File: src/verilog/decode_pkg.sv
// Opcode constants, register number type, instruction word union, prefix word struct and helpers
package decode_pkg;

	// ======================================================================
	// Basic types
	// ======================================================================

	// Architectural register number; register zero always reads as zero
	typedef logic [6:0] aregno_t;
	typedef logic [6:0] opcode_t;

	// Width of the immediate handed to the rename stage
	localparam int IMM_WIDTH = 64;

	// ======================================================================
	// Opcodes
	// ======================================================================

	// Register form ALU operations
	localparam opcode_t OP_ADD   = 7'h04;
	localparam opcode_t OP_SUB   = 7'h05;
	localparam opcode_t OP_AND   = 7'h08;
	localparam opcode_t OP_OR    = 7'h09;
	// Immediate form ALU operations and CSR access
	localparam opcode_t OP_CSR   = 7'h07;
	localparam opcode_t OP_ADDI  = 7'h14;
	localparam opcode_t OP_ANDI  = 7'h18;
	localparam opcode_t OP_ORI   = 7'h19;
	localparam opcode_t OP_CMPI  = 7'h1b;
	// Memory, branch and stack operations
	localparam opcode_t OP_BCC   = 7'h28;
	localparam opcode_t OP_LOAD  = 7'h48;
	localparam opcode_t OP_STORE = 7'h50;
	localparam opcode_t OP_PUSH  = 7'h58;
	localparam opcode_t OP_POP   = 7'h59;
	// Register extension prefix, found in the word after the instruction
	localparam opcode_t OP_REXT  = 7'h7d;

	// ======================================================================
	// Instruction formats
	// ======================================================================

	// Register form; the upper bits hold a branch displacement for OP_BCC
	typedef struct packed {
		logic [22:0] disp;
		logic [5:0]  rs2;
		logic [5:0]  rs1;
		logic [5:0]  rd;
		opcode_t     opcode;
	} r_form_t;

	// Immediate form; everything above rs1 is a single immediate
	typedef struct packed {
		logic [28:0] imm;
		logic [5:0]  rs1;
		logic [5:0]  rd;
		opcode_t     opcode;
	} i_form_t;

	// Both views cover the same 48 bit word
	typedef union packed {
		r_form_t r_form;
		i_form_t i_form;
	} instr_t;

	// Prefix word; each x field is a full width register number
	typedef struct packed {
		logic [19:0] rsvd;
		aregno_t     rdx;
		aregno_t     rs2x;
		aregno_t     rs1x;
		opcode_t     opcode;
	} rext_t;

	// The following word is a prefix when it carries the REXT opcode
	function automatic logic is_prefix(input rext_t pfx);
		return pfx.opcode == OP_REXT;
	endfunction

	// Pick the prefix field when present, else widen the short field
	function automatic aregno_t widen_reg(input logic has_rext, input aregno_t xfield,
		input logic [5:0] field);
		if (has_rext)
			return xfield;
		return {1'b0, field};
	endfunction

endpackage

File: src/verilog/decode_rs1.sv
// Source register A decoder with prefix widening and immediate A override
`timescale 1ns/1ps

module decode_rs1
	import decode_pkg::*;
(
	input  instr_t      instr,
	input  logic [47:0] next_raw,
	input  logic        has_imma,
	output aregno_t     rs1,
	output logic        rs1z
);

	// The following word viewed as a possible prefix
	rext_t pfx;
	logic  has_rext;

	assign pfx      = rext_t'(next_raw);
	assign has_rext = is_prefix(pfx);

	always_comb
	begin
		// A separate immediate takes the place of operand A
		if (has_imma)
			rs1 = '0;
		else
		begin
			case (instr.r_form.opcode)
			OP_ADD, OP_SUB, OP_AND, OP_OR:
				rs1 = widen_reg(has_rext, pfx.rs1x, instr.r_form.rs1);
			OP_ADDI, OP_ANDI, OP_ORI, OP_CMPI, OP_CSR:
				rs1 = widen_reg(has_rext, pfx.rs1x, instr.i_form.rs1);
			// Loads and stores use rs1 as the base address
			OP_LOAD, OP_STORE:
				rs1 = widen_reg(has_rext, pfx.rs1x, instr.i_form.rs1);
			OP_BCC:
				rs1 = widen_reg(has_rext, pfx.rs1x, instr.r_form.rs1);
			// Stack operations address through the implied stack pointer
			default:
				rs1 = '0;
			endcase
		end
	end

	// Flag reads of the zero register so rename can skip the lookup
	assign rs1z = ~|rs1;

endmodule

File: src/verilog/decode_rs2.sv
// Source register B decoder with opcode dependent field position and prefix widening
`timescale 1ns/1ps

module decode_rs2
	import decode_pkg::*;
(
	input  instr_t      instr,
	input  logic [47:0] next_raw,
	output aregno_t     rs2,
	output logic        rs2z
);

	// The following word viewed as a possible prefix
	rext_t pfx;
	logic  has_rext;

	assign pfx      = rext_t'(next_raw);
	assign has_rext = is_prefix(pfx);

	always_comb
	begin
		case (instr.r_form.opcode)
		// Register ALU and compare-and-branch read the normal rs2 field
		OP_ADD, OP_SUB, OP_AND, OP_OR, OP_BCC:
			rs2 = widen_reg(has_rext, pfx.rs2x, instr.r_form.rs2);
		// Store and push carry their data register in the rd position
		// The prefix still extends it through rs2x, since it is read as rs2
		OP_STORE, OP_PUSH:
			rs2 = widen_reg(has_rext, pfx.rs2x, instr.r_form.rd);
		// Immediate forms have no second register operand
		default:
			rs2 = '0;
		endcase
	end

	assign rs2z = ~|rs2;

endmodule

File: src/verilog/decode_rd.sv
// Destination register decoder that suppresses rd for stores, branches and pushes
`timescale 1ns/1ps

module decode_rd
	import decode_pkg::*;
(
	input  instr_t      instr,
	input  logic [47:0] next_raw,
	output aregno_t     rd,
	output logic        rdz
);

	// The following word viewed as a possible prefix
	rext_t pfx;
	logic  has_rext;

	assign pfx      = rext_t'(next_raw);
	assign has_rext = is_prefix(pfx);

	always_comb
	begin
		case (instr.r_form.opcode)
		OP_ADD, OP_SUB, OP_AND, OP_OR:
			rd = widen_reg(has_rext, pfx.rdx, instr.r_form.rd);
		OP_ADDI, OP_ANDI, OP_ORI, OP_CMPI, OP_CSR, OP_LOAD:
			rd = widen_reg(has_rext, pfx.rdx, instr.i_form.rd);
		// Pop writes the popped value back to a register
		OP_POP:
			rd = widen_reg(has_rext, pfx.rdx, instr.r_form.rd);
		// Stores, branches and pushes write no register
		// For those the rd field is either data or unused
		default:
			rd = '0;
		endcase
	end

	// A zero destination means the result is discarded
	assign rdz = ~|rd;

endmodule

File: src/verilog/decode_imm.sv
// Immediate extractor and sign extender, with the illegal opcode detector
`timescale 1ns/1ps

module decode_imm
	import decode_pkg::*;
(
	input  instr_t                 instr,
	output logic [IMM_WIDTH-1:0]   imm,
	output logic                   imm_valid,
	output logic                   illegal
);

	// The two raw immediate fields, both topped by bit 47 of the word
	logic [28:0] imm_i;
	logic [22:0] disp_b;

	assign imm_i  = instr.i_form.imm;
	assign disp_b = instr.r_form.disp;

	always_comb
	begin
		imm       = '0;
		imm_valid = 1'b0;
		illegal   = 1'b0;
		case (instr.r_form.opcode)
		// Register forms and stack operations carry no immediate
		OP_ADD, OP_SUB, OP_AND, OP_OR, OP_PUSH, OP_POP:
			imm_valid = 1'b0;
		// Immediate ALU, CSR number and memory offset all use the i form field
		OP_ADDI, OP_ANDI, OP_ORI, OP_CMPI, OP_CSR, OP_LOAD, OP_STORE:
		begin
			imm       = {{(IMM_WIDTH-29){imm_i[28]}}, imm_i};
			imm_valid = 1'b1;
		end
		// Branches read the displacement through the r form view
		OP_BCC:
		begin
			imm       = {{(IMM_WIDTH-23){disp_b[22]}}, disp_b};
			imm_valid = 1'b1;
		end
		// A stray prefix is known, just not executable, so it is not flagged
		OP_REXT:
			imm_valid = 1'b0;
		default:
			illegal = 1'b1;
		endcase
	end

endmodule

File: src/verilog/decode_stage.sv
// Register field decode stage top level with one registered output bank
`timescale 1ns/1ps

module decode_stage
	import decode_pkg::*;
(
	input  logic                 clk,
	input  logic                 reset,
	input  logic                 in_valid,
	input  logic [47:0]          instr,
	input  logic [47:0]          next_raw,
	input  logic                 has_imma,
	output logic                 out_valid,
	output aregno_t              rs1,
	output logic                 rs1z,
	output aregno_t              rs2,
	output logic                 rs2z,
	output aregno_t              rd,
	output logic                 rdz,
	output logic [IMM_WIDTH-1:0] imm,
	output logic                 imm_valid,
	output logic                 illegal
);

	// ======================================================================
	// Combinational decode
	// ======================================================================

	// One view of the incoming word shared by all four decoders
	instr_t instr_word;

	// Decoder results ahead of the output register
	aregno_t              rs1_d;
	aregno_t              rs2_d;
	aregno_t              rd_d;
	logic                 rs1z_d;
	logic                 rs2z_d;
	logic                 rdz_d;
	logic [IMM_WIDTH-1:0] imm_d;
	logic                 imm_valid_d;
	logic                 illegal_d;

	assign instr_word = instr_t'(instr);

	decode_rs1 u_rs1 (
		.instr    (instr_word),
		.next_raw (next_raw),
		.has_imma (has_imma),
		.rs1      (rs1_d),
		.rs1z     (rs1z_d)
	);

	decode_rs2 u_rs2 (
		.instr    (instr_word),
		.next_raw (next_raw),
		.rs2      (rs2_d),
		.rs2z     (rs2z_d)
	);

	decode_rd u_rd (
		.instr    (instr_word),
		.next_raw (next_raw),
		.rd       (rd_d),
		.rdz      (rdz_d)
	);

	decode_imm u_imm (
		.instr     (instr_word),
		.imm       (imm_d),
		.imm_valid (imm_valid_d),
		.illegal   (illegal_d)
	);

	// ======================================================================
	// Output register
	// ======================================================================

	// Fields load only with a valid word and hold otherwise
	// so rename sees stable values while out_valid is low
	always_ff @(posedge clk)
	begin
		if (reset)
		begin
			out_valid <= 1'b0;
			rs1       <= '0;
			rs1z      <= 1'b0;
			rs2       <= '0;
			rs2z      <= 1'b0;
			rd        <= '0;
			rdz       <= 1'b0;
			imm       <= '0;
			imm_valid <= 1'b0;
			illegal   <= 1'b0;
		end
		else
		begin
			out_valid <= in_valid;
			if (in_valid)
			begin
				rs1       <= rs1_d;
				rs1z      <= rs1z_d;
				rs2       <= rs2_d;
				rs2z      <= rs2z_d;
				rd        <= rd_d;
				rdz       <= rdz_d;
				imm       <= imm_d;
				imm_valid <= imm_valid_d;
				illegal   <= illegal_d;
			end
		end
	end

endmodule

File: config.mk
export PLATFORM = sky130hd
export DESIGN_NAME = decode_stage
export DESIGN_NICKNAME = d
export VERILOG_FILES = /design/src/verilog/decode_pkg.sv /design/src/verilog/decode_rs1.sv /design/src/verilog/decode_rs2.sv /design/src/verilog/decode_rd.sv /design/src/verilog/decode_imm.sv /design/src/verilog/decode_stage.sv
export SDC_FILE = /design/constraint.sdc
export NUM_CORES = 1
export LEC_CHECK = 0
export ABC_CLOCK_PERIOD_IN_PS = 2900
export BUFFER_PORTS_ARGS = -buffer_cell sky130_fd_sc_hd__buf_2
export CAP_MARGIN = 20
export CORE_MARGIN = 5
export CORE_UTILIZATION = 43
export DETAILED_ROUTE_END_ITERATION = 10
export PLACE_DENSITY = 0.8
export SYNTH_ARGS = -nofsm -noshare
export SYNTH_HDL_FRONTEND = slang
export SYNTH_SLANG_ARGS = --single-unit
File: constraint.sdc
create_clock -name clk -period 2.9 [get_ports clk]
set_clock_uncertainty 0.2 [all_clocks]
set_input_delay 0.87 -clock clk [delete_from_list [all_inputs] [get_ports clk]]
set_output_delay 0.87 -clock clk [all_outputs]
set_load 0.02 [all_outputs]
* Word-level counts from Yosys, hierarchy flattened *
Index checks and enable logic that the tools add are counted.

storage, ports and cells
  register bits after elaboration = 91
  logic and storage cells = 73
  input bits = 100

operators by class
  equal/unequal tests = 16
  reductions and logical operators = 15
  mux-type cells = 32

operator list
  cell                                                 count
  one-hot mux 64 bit (2 select lines)                  1
  2-to-1 mux 7 bit                                     13
  equality test 7 bit, second input constant           6
  equality test 7 x 5 -> 1 bit, second input constant  4
  one-hot mux 7 bit (4 select lines)                   1
  OR reduction 7 bit                                   4
  equality test 7 x 3 -> 1 bit, second input constant  3
  one-hot mux 7 bit (3 select lines)                   1
  2-to-1 mux 1 bit                                     15
  OR reduction 15 bit                                  1
  equality test 7 x 4 -> 1 bit, second input constant  2
  one-hot mux 7 bit (2 select lines)                   1
  OR reduction 5 bit                                   2
  OR reduction 8 bit                                   1
  equality test 7 x 6 -> 1 bit, second input constant  1
  OR reduction 6 bit                                   1
  OR reduction 2 bit                                   2
  OR reduction 4 bit                                   1
  zero test 1 bit                                      3

* Logic depth before layout (Yosys ltp) *
  word-level depth = 9
  depth in mapped cells = 7
  mapped depth without buffers = 5

* Cells and area by module *
From an unflattened synthesis, not the netlist that was laid out.

second synthesis, totals
  cells, all modules = 516
  area total of the unflattened synthesis = 4858.4 µm²

modules (own cells, without submodules)
  module        area each (µm²)  cells an instance  seq. area each (µm²)  times used
  decode_stage  3253.1           292                1821.7                1
  decode_imm    787.0            106                0.0                   1
  decode_rs2    301.5            43                 0.0                   1
  decode_rs1    287.8            40                 0.0                   1
  decode_rd     229.0            35                 0.0                   1

* Worst setup path after synthesis *
Ideal clock, no wire load.

  path kind = input to register
  start = input port instr[2]
  end = register imm[10]
  setup slack = 0.449 ns
  library setup time = 0.086 ns
  cell stages on the path = 7
  data arrival time = 2.165 ns
  buffers on the path = 2
  cell sequence = buf_2 -> nor2_2 -> or4b_4 -> nand4_4 -> buf_6 -> a22oi_1 -> a211oi_1

on the way
  longest elaborated chain between the ends = 3

RTL lines
  what                                                        line                 RTL
  start, declared                                             decode_stage.sv:10   input logic [47:0] instr,
  equality test 7 x 5 -> 1 bit, or another cell as far along  decode_imm.sv:25     case (instr.r_form.opcode)
  OR reduction 7 bit                                          --
  one-hot mux 64 bit (2 select lines) (*)                     decode_imm.sv:25
  end signal, assigned                                        decode_stage.sv:106  imm <= imm_d;
  end, declared                                               decode_stage.sv:20   output logic [IMM_WIDTH-1:0] imm,

Mark *: on every way between the ends. The rest lies on a longest branch, timed or not.
A chain may end at the register's enable or synchronous reset.

==> results by group <==
Setup path
  • WP buf/inv: 1
  • Worst Setup SP: imm[62]
  • Slowest stage delay, CP: 0.81 ns
  • Critical Path RT: 1.83 ns
  • Worst setup SP type: flop
  • Worst path cell trace: buf_2
  • Critical path arrival: 1.41 ns
  • Cell family with most CP delay: flip-flops
  • Largest fanout on the critical path: 37
  • R2R Path Start: imm[62]
  • Crit. End Element: output port
  • Worst path slowest cell: dfxtp_1
  • Setup CP Type: flop to output port

Detailed routing
  • Via-per-instance ratio: 5.53
  • Initial drt markers: 181
  • DRC violations left: 0
  • Antenna Violating Nets Remaining: 0
  • Vias: 3218
  • 1st-pass router iterations: 5
  • Post-Route WL: 9440 µm
  • Wire per inst: 16.2 µm

Finish
  • # diodes: 0
  • Design area: 3840 µm²
  • Layout cell share with drive strength beyond 1: 40.9%
  • Area occupied by registers: 1120 µm²
  • Number of fill cells in the layout: 674
  • Fin util: 55.9%
  • Net count, final: 585
  • Area delta synth->final: 24.7%
  • Area of the multi-input gates: 1560 µm²

Floorplan
  • Initial Util: 44.8%
  • Core footprint: 6870 µm²
  • Ports: 191
  • Die W: 94.6 µm
  • Die height: 94.6 µm
  • Die ar.: 8960 µm²
  • FP Rows: 30

Global route
  • Grt ovf: 0
  • First-pass GRT wire length: 14200 µm
  • Largest net degree at the start of global routing: 46
  • Initial antenna violation count: 0
  • Vias in the first global route: 2896
  • Total GRT Usage: 19.9%

Clock tree
  • H-tree Lvls: 2
  • Worst-Skew Late Latency: 0.31 ns
  • Setup repair bufs after CTS: 0
  • Reg clk slew, reported paths: 0.10 ns
  • Cts hold-fix bufs: 0
  • Sink Count: 56
  • Bufs on Longest Clock Path: 2
  • CTS tree: yes
  • CTS root buf: clkbuf_8
  • Num CTS Buffers: 5
  • Post-CTS Resized: 0

Yosys
  • Number of synthesized register bits: 56
  • EDFF count, synth: 0
  • Async set-reset flop share out of synthesis: 0%
  • Mean Syn Cell Area: 8.44 µm²
  • Mapped Area: 3080 µm²
  • Predominant post-synthesis flop cell: dfxtp_1
  • Yosys cell types: 48
  • Post-synthesis sequential area ratio: 36.4%
  • Post-synth net total: 465
  • Yosys warnings: 0
  • Cells after Synth: 365

Pwr
  • Sequential power share: 52.3%
  • Internal power: 1.09 mW
  • Power per cell area: 408 nW/µm²
  • Power share of the clock group: 28.2%
  • P_sw: 0.473 mW
  • Leakage: 1.69 nW
  • Sw Share: 30.2%
  • Peak supply drop: 0.000201 V
  • Combinational power share: 19.5%

STA
  • Final Max Tran Viols: 0
  • Fmax: 403 MHz
  • Tmin final: 2.48 ns
  • Period Utilization, post-route: 85.6%
  • Setup violators final: 0
  • RSZ-0062 raised after global routing: no
  • Worst slew pin tran: 0.741 ns
  • Setup TNS: 0 ns
  • Worst Slack Setup Final: 0.416 ns
  • Slew margin rel.: 50.5%
  • Endpoints failing hold: 0

Flow run
  • Max-cap violations: 0

Place
  • Post-DP Area: 3750 µm²
  • Final GP Congestion: 0.933
  • Dpl ws: 0.139 ns
  • Detailed placement HPWL: 7260 µm
  • PortBufs: 170

Status
  • Outcome: finished clean

Hold path
  • HP Start: rs1[6]
  • Hold crit path type: flop to flop
[path summary, 6_finish.rpt]
check / slack (ns) / depth (start not counted) / end
worst min-delay path: 0.26 / 2 / rs1[6]
worst max register to register: 1.57 / 2 / imm[62]
worst max-delay path: 0.42 / 1 / imm[60]
worst min register to register: 0.26 / 2 / rs1[6]
[registers in the layout, summed over array words and instances (netlist names), 7 cells and up]
| name | flops |
|---|---|
| imm | 29 |
| rd | 7 |
| rs1 | 7 |
| rs2 | 7 |
[Yosys cell counts, drive strengths merged (6+ instances only)]
library cell | count | area [µm²]
clkbuf | 17 | 63.8
nor3 | 6 | 35.0
a211oi | 31 | 233
buf | 47 | 342
mux2 | 6 | 67.6
o211ai | 9 | 67.6
mux2i | 8 | 80.1
nand2 | 24 | 90.1
nand2b | 11 | 68.8
nand3 | 9 | 45.0
dfxtp | 56 | 1120
a21oi | 13 | 65.1
o21ai | 11 | 55.1
a22oi | 23 | 173
nor2 | 46 | 175
[power by group through the flow]
stage / clock [mW] / combinational (mW) / sequential (mW)
global route: 0.496 / 0.331 / 0.824
CTS: 0.462 / 0.305 / 0.819
detailed placement: 0 / 0.305 / 0.837
floorplan: 0 / 0.130 / 0.877
global placement: 0 / 0.298 / 0.836
finish: 0.442 / 0.306 / 0.819
[cells by family (layout without fill, tap and decap cells)]
group                     after synthesis  count (layout)  synth area share [%]
muxes                                  14              14                  4.79
xor gates and xnor gates                1               1                 0.284
and+or+nand+nor                       121             121                  19.7
DFF                                    56              56                  36.4
buffers and inverters                  64             185                  13.2
AOI/OAI and AO/OA                     109             109                  25.7
[cells in the final DEF (no fill, tap or decap), drive strengths merged, types with 3 or more instances in the layout]
cell,synthesis,layout
nand4,5,5
clkbuf,17,5
nand2b,11,11
a211oi,31,31
a22oi,23,23
o211ai,9,9
nand3,9,9
nor2,46,46
nand2,24,24
a32o,4,4
a311oi,5,5
a21oi,13,13
mux2i,8,8
dfxtp,56,56
nor3,6,6
o21ai,11,11
nor4,5,5
or4,3,3
mux2,6,6
buf,47,177
[through the flow]
step	cells	hold slack (ns)	total power, mW
after global routing	582	0.300	1.65
after detailed placement	574	0.239	1.14
after CTS	582	0.264	1.59
after floorplan	365	0.333	1.01
after global placement	574	0.230	1.13
final	582	0.258	1.57
[layer usage]
metal | share of wire (%) | GRT usage, %
met2 | 48 | 33.4
met3 | 9.6 | 4.30
met4 | 2.0 | 6.01
met5 | 0 | 0
met1 | 40 | 25.6
[cell type report]
cell class                      instances  share of cell area (%)
Timing Repair Buffer                  177                    24.8
Clock inverter                          3                   0.586
Multi-Input combinational cell        245                    40.5
Clock buffer                            5                    1.79
Tap cell                               96                    3.13
Sequential cell                        56                    29.2
No activity file was read; power rests on OpenSTA's default activity.
